===== config.mk =====
export PLATFORM = sky130hd
export DESIGN_NAME = cdp_rdma_ig
export DESIGN_NICKNAME = d
export VERILOG_FILES = /design/src/source/cdp_rdma_ig_pkg.sv /design/src/source/cdp_rdma_ig_req_seq.sv /design/src/source/cdp_rdma_ig_addr_gen.sv /design/src/source/cdp_rdma_ig_stall_perf.sv /design/src/source/cdp_rdma_ig.sv
export VERILOG_INCLUDE_DIRS = /design/src /design/src/source
export SDC_FILE = /design/constraint.sdc
export NUM_CORES = 1
export LEC_CHECK = 0
export CORE_ASPECT_RATIO = 1.1
export CORE_MARGIN = 2
export CORE_UTILIZATION = 48
export CTS_BUF_LIST = sky130_fd_sc_hd__clkbuf_4
export CTS_CLUSTER_DIAMETER = 100
export DETAILED_ROUTE_END_ITERATION = 7
export DONT_BUFFER_PORTS = 1
export PLACE_DENSITY_LB_ADDON = 0.12
export SLEW_MARGIN = 0
export SYNTH_ARGS = -nofsm -noshare
export SYNTH_HDL_FRONTEND = slang
export SYNTH_SLANG_ARGS = --single-unit

===== constraint.sdc =====
create_clock -name nvdla_core_clk -period 9.8 [get_ports nvdla_core_clk]
set_input_delay 0 -clock nvdla_core_clk [delete_from_list [all_inputs] [get_ports nvdla_core_clk]]
set_output_delay 0 -clock nvdla_core_clk [all_outputs]
set_load 0.02 [all_outputs]

===== src/source/cdp_rdma_ig_params.svh =====
// width and constant macros for the cdp read dma ingress
// included by the package and by any module that sizes a bus from them

`ifndef CDP_RDMA_IG_PARAMS_SVH
`define CDP_RDMA_IG_PARAMS_SVH

// address widths
`define CDP_ADDR_BW 64
`define CDP_MEM_ADDR_BW 64

// request size field, elements minus one, zero extended
`define CDP_SIZE_BW 15

// read request payload is address bits plus size bits
`define CDP_DMA_PD_BW 79

// log2 of memory atomic size in bytes
`define CDP_ATOMIC_SHIFT 3
// log2 of elements per width group
`define CDP_WGRP_SHIFT 3

// cube dimension registers and perf counters
`define CDP_DIM_BW 13
`define CDP_PERF_BW 32

`endif


===== src/source/cdp_rdma_ig_pkg.sv =====
// shared types for the cdp read dma ingress
// modules name these types by scope in their ports and import the
// package in their bodies

`include "cdp_rdma_ig_params.svh"

package cdp_rdma_ig_pkg;

  // memory address and stride registers
  typedef logic [`CDP_ADDR_BW-1:0] addr_t;
  typedef logic [31:0] stride_t;

  // cube dimension, programmed as size minus one
  typedef logic [`CDP_DIM_BW-1:0] dim_t;

  // walk counters
  typedef logic [`CDP_DIM_BW-`CDP_WGRP_SHIFT:0] wgrp_cnt_t;
  typedef logic [`CDP_DIM_BW-`CDP_ATOMIC_SHIFT-1:0] chn_cnt_t;

  // elements in one request minus one
  typedef logic [`CDP_WGRP_SHIFT-1:0] req_size_t;

  typedef logic [`CDP_PERF_BW-1:0] perf_t;

  // context entry pushed to the egress with every request
  // top down: last_c, last_h, last_w, align, size
  typedef struct packed {
    logic      last_c;
    logic      last_h;
    logic      last_w;
    logic      align;
    req_size_t size;
  } cq_pd_t;

endpackage


===== src/source/cdp_rdma_ig_req_seq.sv =====
// layer control and cube walk for the cdp read dma ingress
// walks width groups of eight, then channel blocks, then lines,
// and pairs the read request valid with the context queue valid

`include "cdp_rdma_ig_params.svh"

module cdp_rdma_ig_req_seq (
  input  logic                       nvdla_core_clk,
  input  logic                       nvdla_core_rstn,
  input  logic                       op_en,
  input  logic                       eg2ig_done,
  input  cdp_rdma_ig_pkg::dim_t      width,
  input  cdp_rdma_ig_pkg::dim_t      height,
  input  cdp_rdma_ig_pkg::dim_t      channel,
  input  logic                       dma_ready,
  input  logic                       cq_ready,
  output logic                       dma_valid,
  output logic                       cq_valid,
  output logic                       op_load,
  output logic                       cmd_accept,
  output logic                       op_done,
  output logic                       is_last_w,
  output logic                       is_last_h,
  output logic                       is_last_c,
  output cdp_rdma_ig_pkg::req_size_t req_size
);
  import cdp_rdma_ig_pkg::*;

  logic                 active;
  logic                 waiting;
  chn_cnt_t             channel_count;
  wgrp_cnt_t            width_count;
  dim_t                 height_count;
  logic [`CDP_DIM_BW:0] width_use;
  wgrp_cnt_t            num_wgrp;
  logic                 is_slice_end;
  logic                 is_cube_end;

  // ==========================================================
  // layer control
  // ==========================================================
  // new layer only when idle and egress has drained the last one
  assign op_load = op_en & ~active & ~waiting;
  assign op_done = cmd_accept & is_cube_end;

  always_ff @(posedge nvdla_core_clk or negedge nvdla_core_rstn) begin
    if (!nvdla_core_rstn) begin
      active <= 1'b0;
    end else if (op_done) begin
      active <= 1'b0;
    end else if (op_load) begin
      active <= 1'b1;
    end
  end

  // hold off until egress reports the layer done
  always_ff @(posedge nvdla_core_clk or negedge nvdla_core_rstn) begin
    if (!nvdla_core_rstn) begin
      waiting <= 1'b0;
    end else if (op_done) begin
      waiting <= 1'b1;
    end else if (eg2ig_done) begin
      waiting <= 1'b0;
    end
  end

  // ==========================================================
  // paired handshake
  // ==========================================================
  // each valid waits on the other side's ready so both accept together
  assign dma_valid  = active & cq_ready;
  assign cq_valid   = active & dma_ready;
  assign cmd_accept = dma_valid & dma_ready;

  // ==========================================================
  // cube walk
  // ==========================================================
  // ceil((width+1)/8) groups along the line
  assign width_use = (`CDP_DIM_BW+1)'(width) + (`CDP_DIM_BW+1)'(1);
  assign num_wgrp  = width_use[`CDP_DIM_BW:`CDP_WGRP_SHIFT]
                   + wgrp_cnt_t'(|width_use[`CDP_WGRP_SHIFT-1:0]);

  assign is_last_w    = (width_count == num_wgrp - wgrp_cnt_t'(1));
  assign is_last_h    = (height_count == height);
  assign is_last_c    = (channel_count == chn_cnt_t'(channel >> `CDP_ATOMIC_SHIFT));
  assign is_slice_end = is_last_w & is_last_c;
  assign is_cube_end  = is_slice_end & is_last_h;

  // channel block steps on every accept
  always_ff @(posedge nvdla_core_clk or negedge nvdla_core_rstn) begin
    if (!nvdla_core_rstn) begin
      channel_count <= '0;
    end else if (cmd_accept) begin
      if (is_last_c) begin
        channel_count <= '0;
      end else begin
        channel_count <= channel_count + chn_cnt_t'(1);
      end
    end
  end

  // width group steps after the last channel block
  always_ff @(posedge nvdla_core_clk or negedge nvdla_core_rstn) begin
    if (!nvdla_core_rstn) begin
      width_count <= '0;
    end else if (cmd_accept) begin
      if (is_slice_end) begin
        width_count <= '0;
      end else if (is_last_c) begin
        width_count <= width_count + wgrp_cnt_t'(1);
      end
    end
  end

  // line steps after the last group of a line
  always_ff @(posedge nvdla_core_clk or negedge nvdla_core_rstn) begin
    if (!nvdla_core_rstn) begin
      height_count <= '0;
    end else if (cmd_accept) begin
      if (is_cube_end) begin
        height_count <= '0;
      end else if (is_slice_end) begin
        height_count <= height_count + dim_t'(1);
      end
    end
  end

  // ==========================================================
  // request size
  // ==========================================================
  // the last or only group takes the width remainder
  // every other group is full
  always_comb begin
    if (is_last_w) begin
      req_size = width[`CDP_WGRP_SHIFT-1:0];
    end else begin
      req_size = '1;
    end
  end

endmodule


===== src/source/cdp_rdma_ig_addr_gen.sv =====
// read request address generation for the cdp read dma ingress
// keeps the line base, the channel-group base and the current request
// address, all stepped on accepted requests

`include "cdp_rdma_ig_params.svh"

module cdp_rdma_ig_addr_gen (
  input  logic                       nvdla_core_clk,
  input  logic                       nvdla_core_rstn,
  input  logic                       op_load,
  input  logic                       cmd_accept,
  input  logic                       is_last_w,
  input  logic                       is_last_c,
  input  cdp_rdma_ig_pkg::req_size_t req_size,
  input  logic [31:0]                base_addr_high,
  input  logic [31:0]                base_addr_low,
  input  cdp_rdma_ig_pkg::stride_t   line_stride,
  input  cdp_rdma_ig_pkg::stride_t   surf_stride,
  output cdp_rdma_ig_pkg::addr_t     req_addr
);
  import cdp_rdma_ig_pkg::*;

  addr_t                   base_addr;
  addr_t                   base_addr_w;
  addr_t                   base_addr_c;
  addr_t                   line_next;
  addr_t                   grp_next;
  logic [`CDP_WGRP_SHIFT:0] size_use;

  assign base_addr = addr_t'({base_addr_high, base_addr_low});

  // start of the next line
  assign line_next = base_addr_w + addr_t'(line_stride);

  // next group sits (size+1) atoms further along the line
  assign size_use = (`CDP_WGRP_SHIFT+1)'(req_size) + (`CDP_WGRP_SHIFT+1)'(1);
  assign grp_next = base_addr_c + addr_t'({size_use, {`CDP_ATOMIC_SHIFT{1'b0}}});

  // ==========================================================
  // line base
  // ==========================================================
  always_ff @(posedge nvdla_core_clk or negedge nvdla_core_rstn) begin
    if (!nvdla_core_rstn) begin
      base_addr_w <= '0;
    end else if (op_load) begin
      base_addr_w <= base_addr;
    end else if (cmd_accept && is_last_c && is_last_w) begin
      base_addr_w <= line_next;
    end
  end

  // ==========================================================
  // channel-group base
  // ==========================================================
  // moves at the end of each group's channel walk
  always_ff @(posedge nvdla_core_clk or negedge nvdla_core_rstn) begin
    if (!nvdla_core_rstn) begin
      base_addr_c <= '0;
    end else if (op_load) begin
      base_addr_c <= base_addr;
    end else if (cmd_accept && is_last_c) begin
      base_addr_c <= is_last_w ? line_next : grp_next;
    end
  end

  // ==========================================================
  // request address
  // ==========================================================
  // inside a group, hop one surface per channel block
  always_ff @(posedge nvdla_core_clk or negedge nvdla_core_rstn) begin
    if (!nvdla_core_rstn) begin
      req_addr <= '0;
    end else if (op_load) begin
      req_addr <= base_addr;
    end else if (cmd_accept) begin
      if (!is_last_c) begin
        req_addr <= req_addr + addr_t'(surf_stride);
      end else if (is_last_w) begin
        req_addr <= line_next;
      end else begin
        req_addr <= grp_next;
      end
    end
  end

endmodule


===== src/source/cdp_rdma_ig_stall_perf.sv =====
// read stall performance counter for the cdp read dma ingress
// counts cycles where a request waits on the memory side and latches
// the total into one of two registers, alternating per layer

module cdp_rdma_ig_stall_perf (
  input  logic                   nvdla_core_clk,
  input  logic                   nvdla_core_rstn,
  input  logic                   dma_en,
  input  logic                   dma_valid,
  input  logic                   dma_ready,
  input  logic                   op_done,
  output cdp_rdma_ig_pkg::perf_t perf_read_stall_d0,
  output cdp_rdma_ig_pkg::perf_t perf_read_stall_d1
);
  import cdp_rdma_ig_pkg::*;

  perf_t stall_cnt;
  logic  stall;
  logic  layer_flag;

  // request offered but memory side not taking it
  assign stall = dma_en & dma_valid & ~dma_ready;

  // clears at every layer end, enabled or not
  always_ff @(posedge nvdla_core_clk or negedge nvdla_core_rstn) begin
    if (!nvdla_core_rstn) begin
      stall_cnt <= '0;
    end else if (op_done) begin
      stall_cnt <= '0;
    end else if (stall) begin
      stall_cnt <= stall_cnt + perf_t'(1);
    end
  end

  // ==========================================================
  // ping-pong result registers
  // ==========================================================
  always_ff @(posedge nvdla_core_clk or negedge nvdla_core_rstn) begin
    if (!nvdla_core_rstn) begin
      layer_flag <= 1'b0;
    end else if (op_done) begin
      layer_flag <= ~layer_flag;
    end
  end

  // even layers land in d0, odd layers in d1
  always_ff @(posedge nvdla_core_clk or negedge nvdla_core_rstn) begin
    if (!nvdla_core_rstn) begin
      perf_read_stall_d0 <= '0;
      perf_read_stall_d1 <= '0;
    end else if (op_done) begin
      if (layer_flag) begin
        perf_read_stall_d1 <= stall_cnt;
      end else begin
        perf_read_stall_d0 <= stall_cnt;
      end
    end
  end

endmodule


===== src/source/cdp_rdma_ig.sv =====
// cdp read dma ingress top level
// issues one read request per cube step and a matching context entry
// for the egress, plus the per-layer read stall counts

`include "cdp_rdma_ig_params.svh"

module cdp_rdma_ig (
  input  logic                         nvdla_core_clk,
  input  logic                         nvdla_core_rstn,
  input  logic                         reg2dp_op_en,
  input  logic                         reg2dp_dma_en,
  input  cdp_rdma_ig_pkg::dim_t        reg2dp_width,
  input  cdp_rdma_ig_pkg::dim_t        reg2dp_height,
  input  cdp_rdma_ig_pkg::dim_t        reg2dp_channel,
  input  logic [31:0]                  reg2dp_src_base_addr_high,
  input  logic [31:0]                  reg2dp_src_base_addr_low,
  input  cdp_rdma_ig_pkg::stride_t     reg2dp_src_line_stride,
  input  cdp_rdma_ig_pkg::stride_t     reg2dp_src_surface_stride,
  input  logic                         eg2ig_done,
  input  logic                         dma_rd_req_ready,
  input  logic                         cq_wr_prdy,
  output logic                         dma_rd_req_valid,
  output logic [`CDP_DMA_PD_BW-1:0]    dma_rd_req_pd,
  output logic                         cq_wr_pvld,
  output cdp_rdma_ig_pkg::cq_pd_t      cq_wr_pd,
  output cdp_rdma_ig_pkg::perf_t       dp2reg_d0_perf_read_stall,
  output cdp_rdma_ig_pkg::perf_t       dp2reg_d1_perf_read_stall
);
  import cdp_rdma_ig_pkg::*;

  logic                    op_load;
  logic                    op_done;
  logic                    cmd_accept;
  logic                    is_last_w;
  logic                    is_last_h;
  logic                    is_last_c;
  req_size_t               req_size;
  addr_t                   req_addr;
  logic [`CDP_SIZE_BW-1:0] dma_req_size;

  // sequencing, walk counters and handshake
  cdp_rdma_ig_req_seq u_req_seq (
    .nvdla_core_clk  (nvdla_core_clk),
    .nvdla_core_rstn (nvdla_core_rstn),
    .op_en           (reg2dp_op_en),
    .eg2ig_done      (eg2ig_done),
    .width           (reg2dp_width),
    .height          (reg2dp_height),
    .channel         (reg2dp_channel),
    .dma_ready       (dma_rd_req_ready),
    .cq_ready        (cq_wr_prdy),
    .dma_valid       (dma_rd_req_valid),
    .cq_valid        (cq_wr_pvld),
    .op_load         (op_load),
    .cmd_accept      (cmd_accept),
    .op_done         (op_done),
    .is_last_w       (is_last_w),
    .is_last_h       (is_last_h),
    .is_last_c       (is_last_c),
    .req_size        (req_size)
  );

  cdp_rdma_ig_addr_gen u_addr_gen (
    .nvdla_core_clk  (nvdla_core_clk),
    .nvdla_core_rstn (nvdla_core_rstn),
    .op_load         (op_load),
    .cmd_accept      (cmd_accept),
    .is_last_w       (is_last_w),
    .is_last_c       (is_last_c),
    .req_size        (req_size),
    .base_addr_high  (reg2dp_src_base_addr_high),
    .base_addr_low   (reg2dp_src_base_addr_low),
    .line_stride     (reg2dp_src_line_stride),
    .surf_stride     (reg2dp_src_surface_stride),
    .req_addr        (req_addr)
  );

  cdp_rdma_ig_stall_perf u_stall_perf (
    .nvdla_core_clk     (nvdla_core_clk),
    .nvdla_core_rstn    (nvdla_core_rstn),
    .dma_en             (reg2dp_dma_en),
    .dma_valid          (dma_rd_req_valid),
    .dma_ready          (dma_rd_req_ready),
    .op_done            (op_done),
    .perf_read_stall_d0 (dp2reg_d0_perf_read_stall),
    .perf_read_stall_d1 (dp2reg_d1_perf_read_stall)
  );

  // ==========================================================
  // payload packing
  // ==========================================================
  // size sits above the address, upper size bits always zero
  assign dma_req_size  = `CDP_SIZE_BW'(req_size);
  assign dma_rd_req_pd = {dma_req_size, req_addr[`CDP_MEM_ADDR_BW-1:0]};

  // alignment is not tracked, align stays zero
  assign cq_wr_pd = '{last_c: is_last_c,
                      last_h: is_last_h,
                      last_w: is_last_w,
                      align:  1'b0,
                      size:   req_size};

endmodule


==> flow_summary.ini <==
[route]
wl_met3_mm = 7.93
routed.top_layer = met5
wl_per_cell_um = 22.1
wirelength_mm = 79.1
drc_errors = 0
drt-met1-wl_mm = 34.5
vias = 21993
drt_iter0_drc = 1938
vias_per_cell = 6.13
ant_nets = 0
drtPass1Iterations = 6
wl_met2_mm = 34.6

[job]
cap_violations = 0

[power_and_ir_drop]
power_switching_mw = 1.98
p_int_mw = 3.08
swShare = 0.392
sequentialPowerShare = 0.376
pwr-share-clk = 0.257
combPwrFrac = 0.368
peakVddDrop_mv = 0.150
p_leak_nw = 11.2
p_per_area_nw_per_um2 = 190

[cells_and_area]
nFillCells = 4195
nNetsFinal = 3185
syn_to_final_growth_pct = 20.3
instances_no_fill = 3588
layout_commonest_cell = dfrtp_1
final_area_um2 = 26700
drive_gt1_frac = 0.0829
layout_common_cells = 325 x dfrtp_1, 298 x nor2_1, 293 x nand2_1, 283 x dlygate4sd3_1, 244 x a21oi_1

[timing]
final.setup.worst_slack_ps = 2860
post-route-min-period_ps = 6940
relSlewSlack = 0.297
fmax_ghz = 0.144
finalSetupTns_ps = 0
timing.final.crit_share = 0.709
setup_viol = 0
finalHoldViolCount = 0
finClkSkew_ps = 97.8
drv_slew = 0
worstMarginPinSlew_ps = 1050
rsz0062_at_grt = false

[placement]
pre_cts_ws_ps = 2690
dpl.cell_count = 3143
gp_congestion = 0.947
post-dp-hpwl_mm = 54.5
placed_area_um2 = 22600
port_buffers = 0

[yosys]
synth_top_area_share = 0.367
yosys_warnings = 0
syn_inst = 2656
synth-seq-cells = 325
syn_area_um2 = 22200
ys.flop_type = dfrtp_1
synthXorXnorAreaFrac = 0.100
synth-compound-area-share = 0.199
yosysSeqAreaShare = 0.367
synthMuxAreaShare = 0.0362
synth_top_family_by_area = simple AND/OR/NAND/NOR gates
ys_async_sr_fraction = 1.00
synth_simple_gate_area_frac = 0.216
synth-adder-area-share = 0.0450
avgSynthCellArea_um2 = 8.35
synth.area.top_cells = dfrtp_1 37%, a21oi_1 5.5%, xnor2_1 5.1%, nor2_1 5.1%, nand2_1 5.0%
ys_types = 86
synth_top_area_cell = dfrtp_1
synth_edf_count = 0

[min_path]
hold_path_depth = 3
min_to = u_addr_gen.base_addr_c[21]
worstHoldStart = reg2dp_src_base_addr_low[21]
hold_class = in -> reg

[floorplan]
fp.coreArea_um2 = 45600
die_h_um = 229
initial_core_util = 0.487
io_pins = 326
rows = 82
die_w_um = 209
die-area_um2 = 47900

[cts]
postCtsResizedCells = 0
clock-sinks = 325
clockBufferDepth = 3
clk_pin_slew_ps = 70
cts_buffers = 90
root_buffer = clkbuf_4
htreeDepth = 3
cts_tree = built
clkLatencyLatePin_ps = 860

[worst_setup_path]
arrival_ps = 7650
crit_required_ps = 10510
setup.worst_path.end_class = flop
reg2reg_slack_ps = 3210
critPathMaxFanout = 38
cp-start-kind = primary input
reg2reg_depth = 22
r2r-end = u_addr_gen.req_addr[21]
rr_startpoint = u_req_seq.width_count[4]
worstSetupPathType = in -> reg

[global_route]
grt_start_max_net_pins = 326
grt_pass1_wl_mm = 123
grt-ovfl-total = 0
grt_pass1_vias = 21370
grt_usage = 0.327
grt_antenna_before_repair = 9

[run_status]
status = completed
Yosys cell counts, types with 7 or more instances:
master	count
a211o_1	12
a211oi_1	37
a21boi_0	8
a21o_1	29
a21oi_1	244
a221oi_1	9
a22oi_1	8
a31oi_1	47
and2_1	21
and3_1	52
and4_1	8
buf_1	9
buf_2	14
buf_4	20
clkbuf_1	100
dfrtp_1	325
ha_1	75
inv_1	38
mux2_1	17
mux2_2	40
mux2i_1	16
nand2_1	294
nand2b_1	13
nand3_1	110
nand3b_1	7
nand4_1	60
nor2_1	300
nor2b_1	10
nor3_1	62
nor4_1	18
o211ai_1	32
o21a_1	22
o21ai_0	161
o21ai_1	11
o22ai_1	23
o31ai_1	14
or3_1	27
xnor2_1	129
xor2_1	125
state kept, by name, indices dropped and copies added, names as in the netlist:
| name | flops |
|---|---|
| u_addr_gen.base_addr_c | 64 |
| u_addr_gen.base_addr_w | 64 |
| u_addr_gen.req_addr | 64 |
| u_req_seq.active | 1 |
| u_req_seq.channel_count | 10 |
| u_req_seq.height_count | 13 |
| u_req_seq.waiting | 1 |
| u_req_seq.width_count | 11 |
| u_stall_perf.layer_flag | 1 |
| u_stall_perf.perf_read_stall_d0 | 32 |
| u_stall_perf.perf_read_stall_d1 | 32 |
| u_stall_perf.stall_cnt | 32 |
per-layer routing:
| layer | global-route usage | vias to the layer above |
|---|---|---|
| met5 | 0 | - |
| met1 | 0.456 | 10624 |
| met3 | 0.0821 | 149 |
| li1 | - | 10155 |
| met4 | 0.112 | 8 |
| met2 | 0.493 | 1057 |
repair_timing:
item	CTS	global route
setup endpoints to repair	0	0
hold buffers	283	1
buffers inserted	0	0
hold endpoints to repair	561	39
power groups by stage:
stage / registers, mW / clock network (mW) / logic [mW]
floorplan: 1.83 / 0 / 1.19
global placement: 1.91 / 0 / 1.48
detailed placement: 1.91 / 0 / 1.50
CTS: 1.89 / 1.33 / 1.81
global route: 1.93 / 1.40 / 2.05
finish: 1.90 / 1.30 / 1.86
metrics by stage:
step | power, mW | utilization | hold WS [ps]
after floorplan | 3.01 | - | -296
after global placement | 3.39 | 0.496 | -268
after detailed placement | 3.41 | 0.496 | -268
after CTS | 5.03 | 0.584 | 0.331
after global routing | 5.38 | 0.585 | 70.1
final | 5.06 | 0.585 | 80.3
worst max-delay path: stages:
cell	delay, ps
nand3_1	160
clkinv_1	280
xnor2_1	230
ha_1	260
ha_1	290
or4b_4	510
a211oi_1	290
a22oi_1	110
a211oi_1	440
nand3_2	320
or2_1	320
buf_4	280
inv_2	90
buf_4	500
nand2_1	200
ha_1	430
o21a_1	280
o21a_1	280
nand3_1	170
nor2_1	310
xnor2_1	160
nor2_1	50
a21oi_1	280
o21ai_0	110
dlygate4sd3_1	580
o221a_2	130
dlygate4sd3_1	560
how the worst max path moves through the flow:
| stage | startpoint | end | slack [ps] | cells past startpoint |
|---|---|---|---|---|
| 6_report | reg2dp_width[1] | u_addr_gen.req_addr[21] | 2860 | 27 |
| 5_1_grt | reg2dp_width[1] | u_addr_gen.req_addr[21] | 2370 | 27 |
| 4_1_cts | reg2dp_width[1] | u_addr_gen.req_addr[21] | 2990 | 27 |
| 3_5_place_dp | reg2dp_width[1] | u_addr_gen.req_addr[36] | 2690 | 25 |
| 3_3_place_gp | reg2dp_width[1] | u_addr_gen.req_addr[36] | 2750 | 25 |
| 2_1_floorplan | reg2dp_width[1] | u_addr_gen.req_addr[63] | 3750 | 29 |
cells by family (layout without fill, tap and decap cells):
| kind of cell | after synthesis | in the layout |
|---|---|---|
| AND/OR/NAND/NOR | 1021 | 1021 |
| AO/OA/AOI/OAI | 719 | 719 |
| flip-flops | 325 | 325 |
| XOR/XNOR | 254 | 254 |
| buffers and inverters | 185 | 510 |
| adder cells (fa/ha/maj) | 78 | 78 |
| multiplexers | 73 | 73 |
| other | 1 | 20 |
area by class of cell:
type | count | area, um^2 | share of cell area
Antenna cell | 7 | 17.5 | 0.000657
Clock buffer | 130 | 976 | 0.0366
Clock inverter | 22 | 173 | 0.00647
Inverter | 41 | 154 | 0.00577
Multi-Input combinational cell | 2158 | 13300 | 0.499
Sequential cell | 325 | 8130 | 0.305
Tap cell | 588 | 736 | 0.0276
Timing Repair Buffer | 317 | 3160 | 0.119
Power figures use the tool's default switching activity.
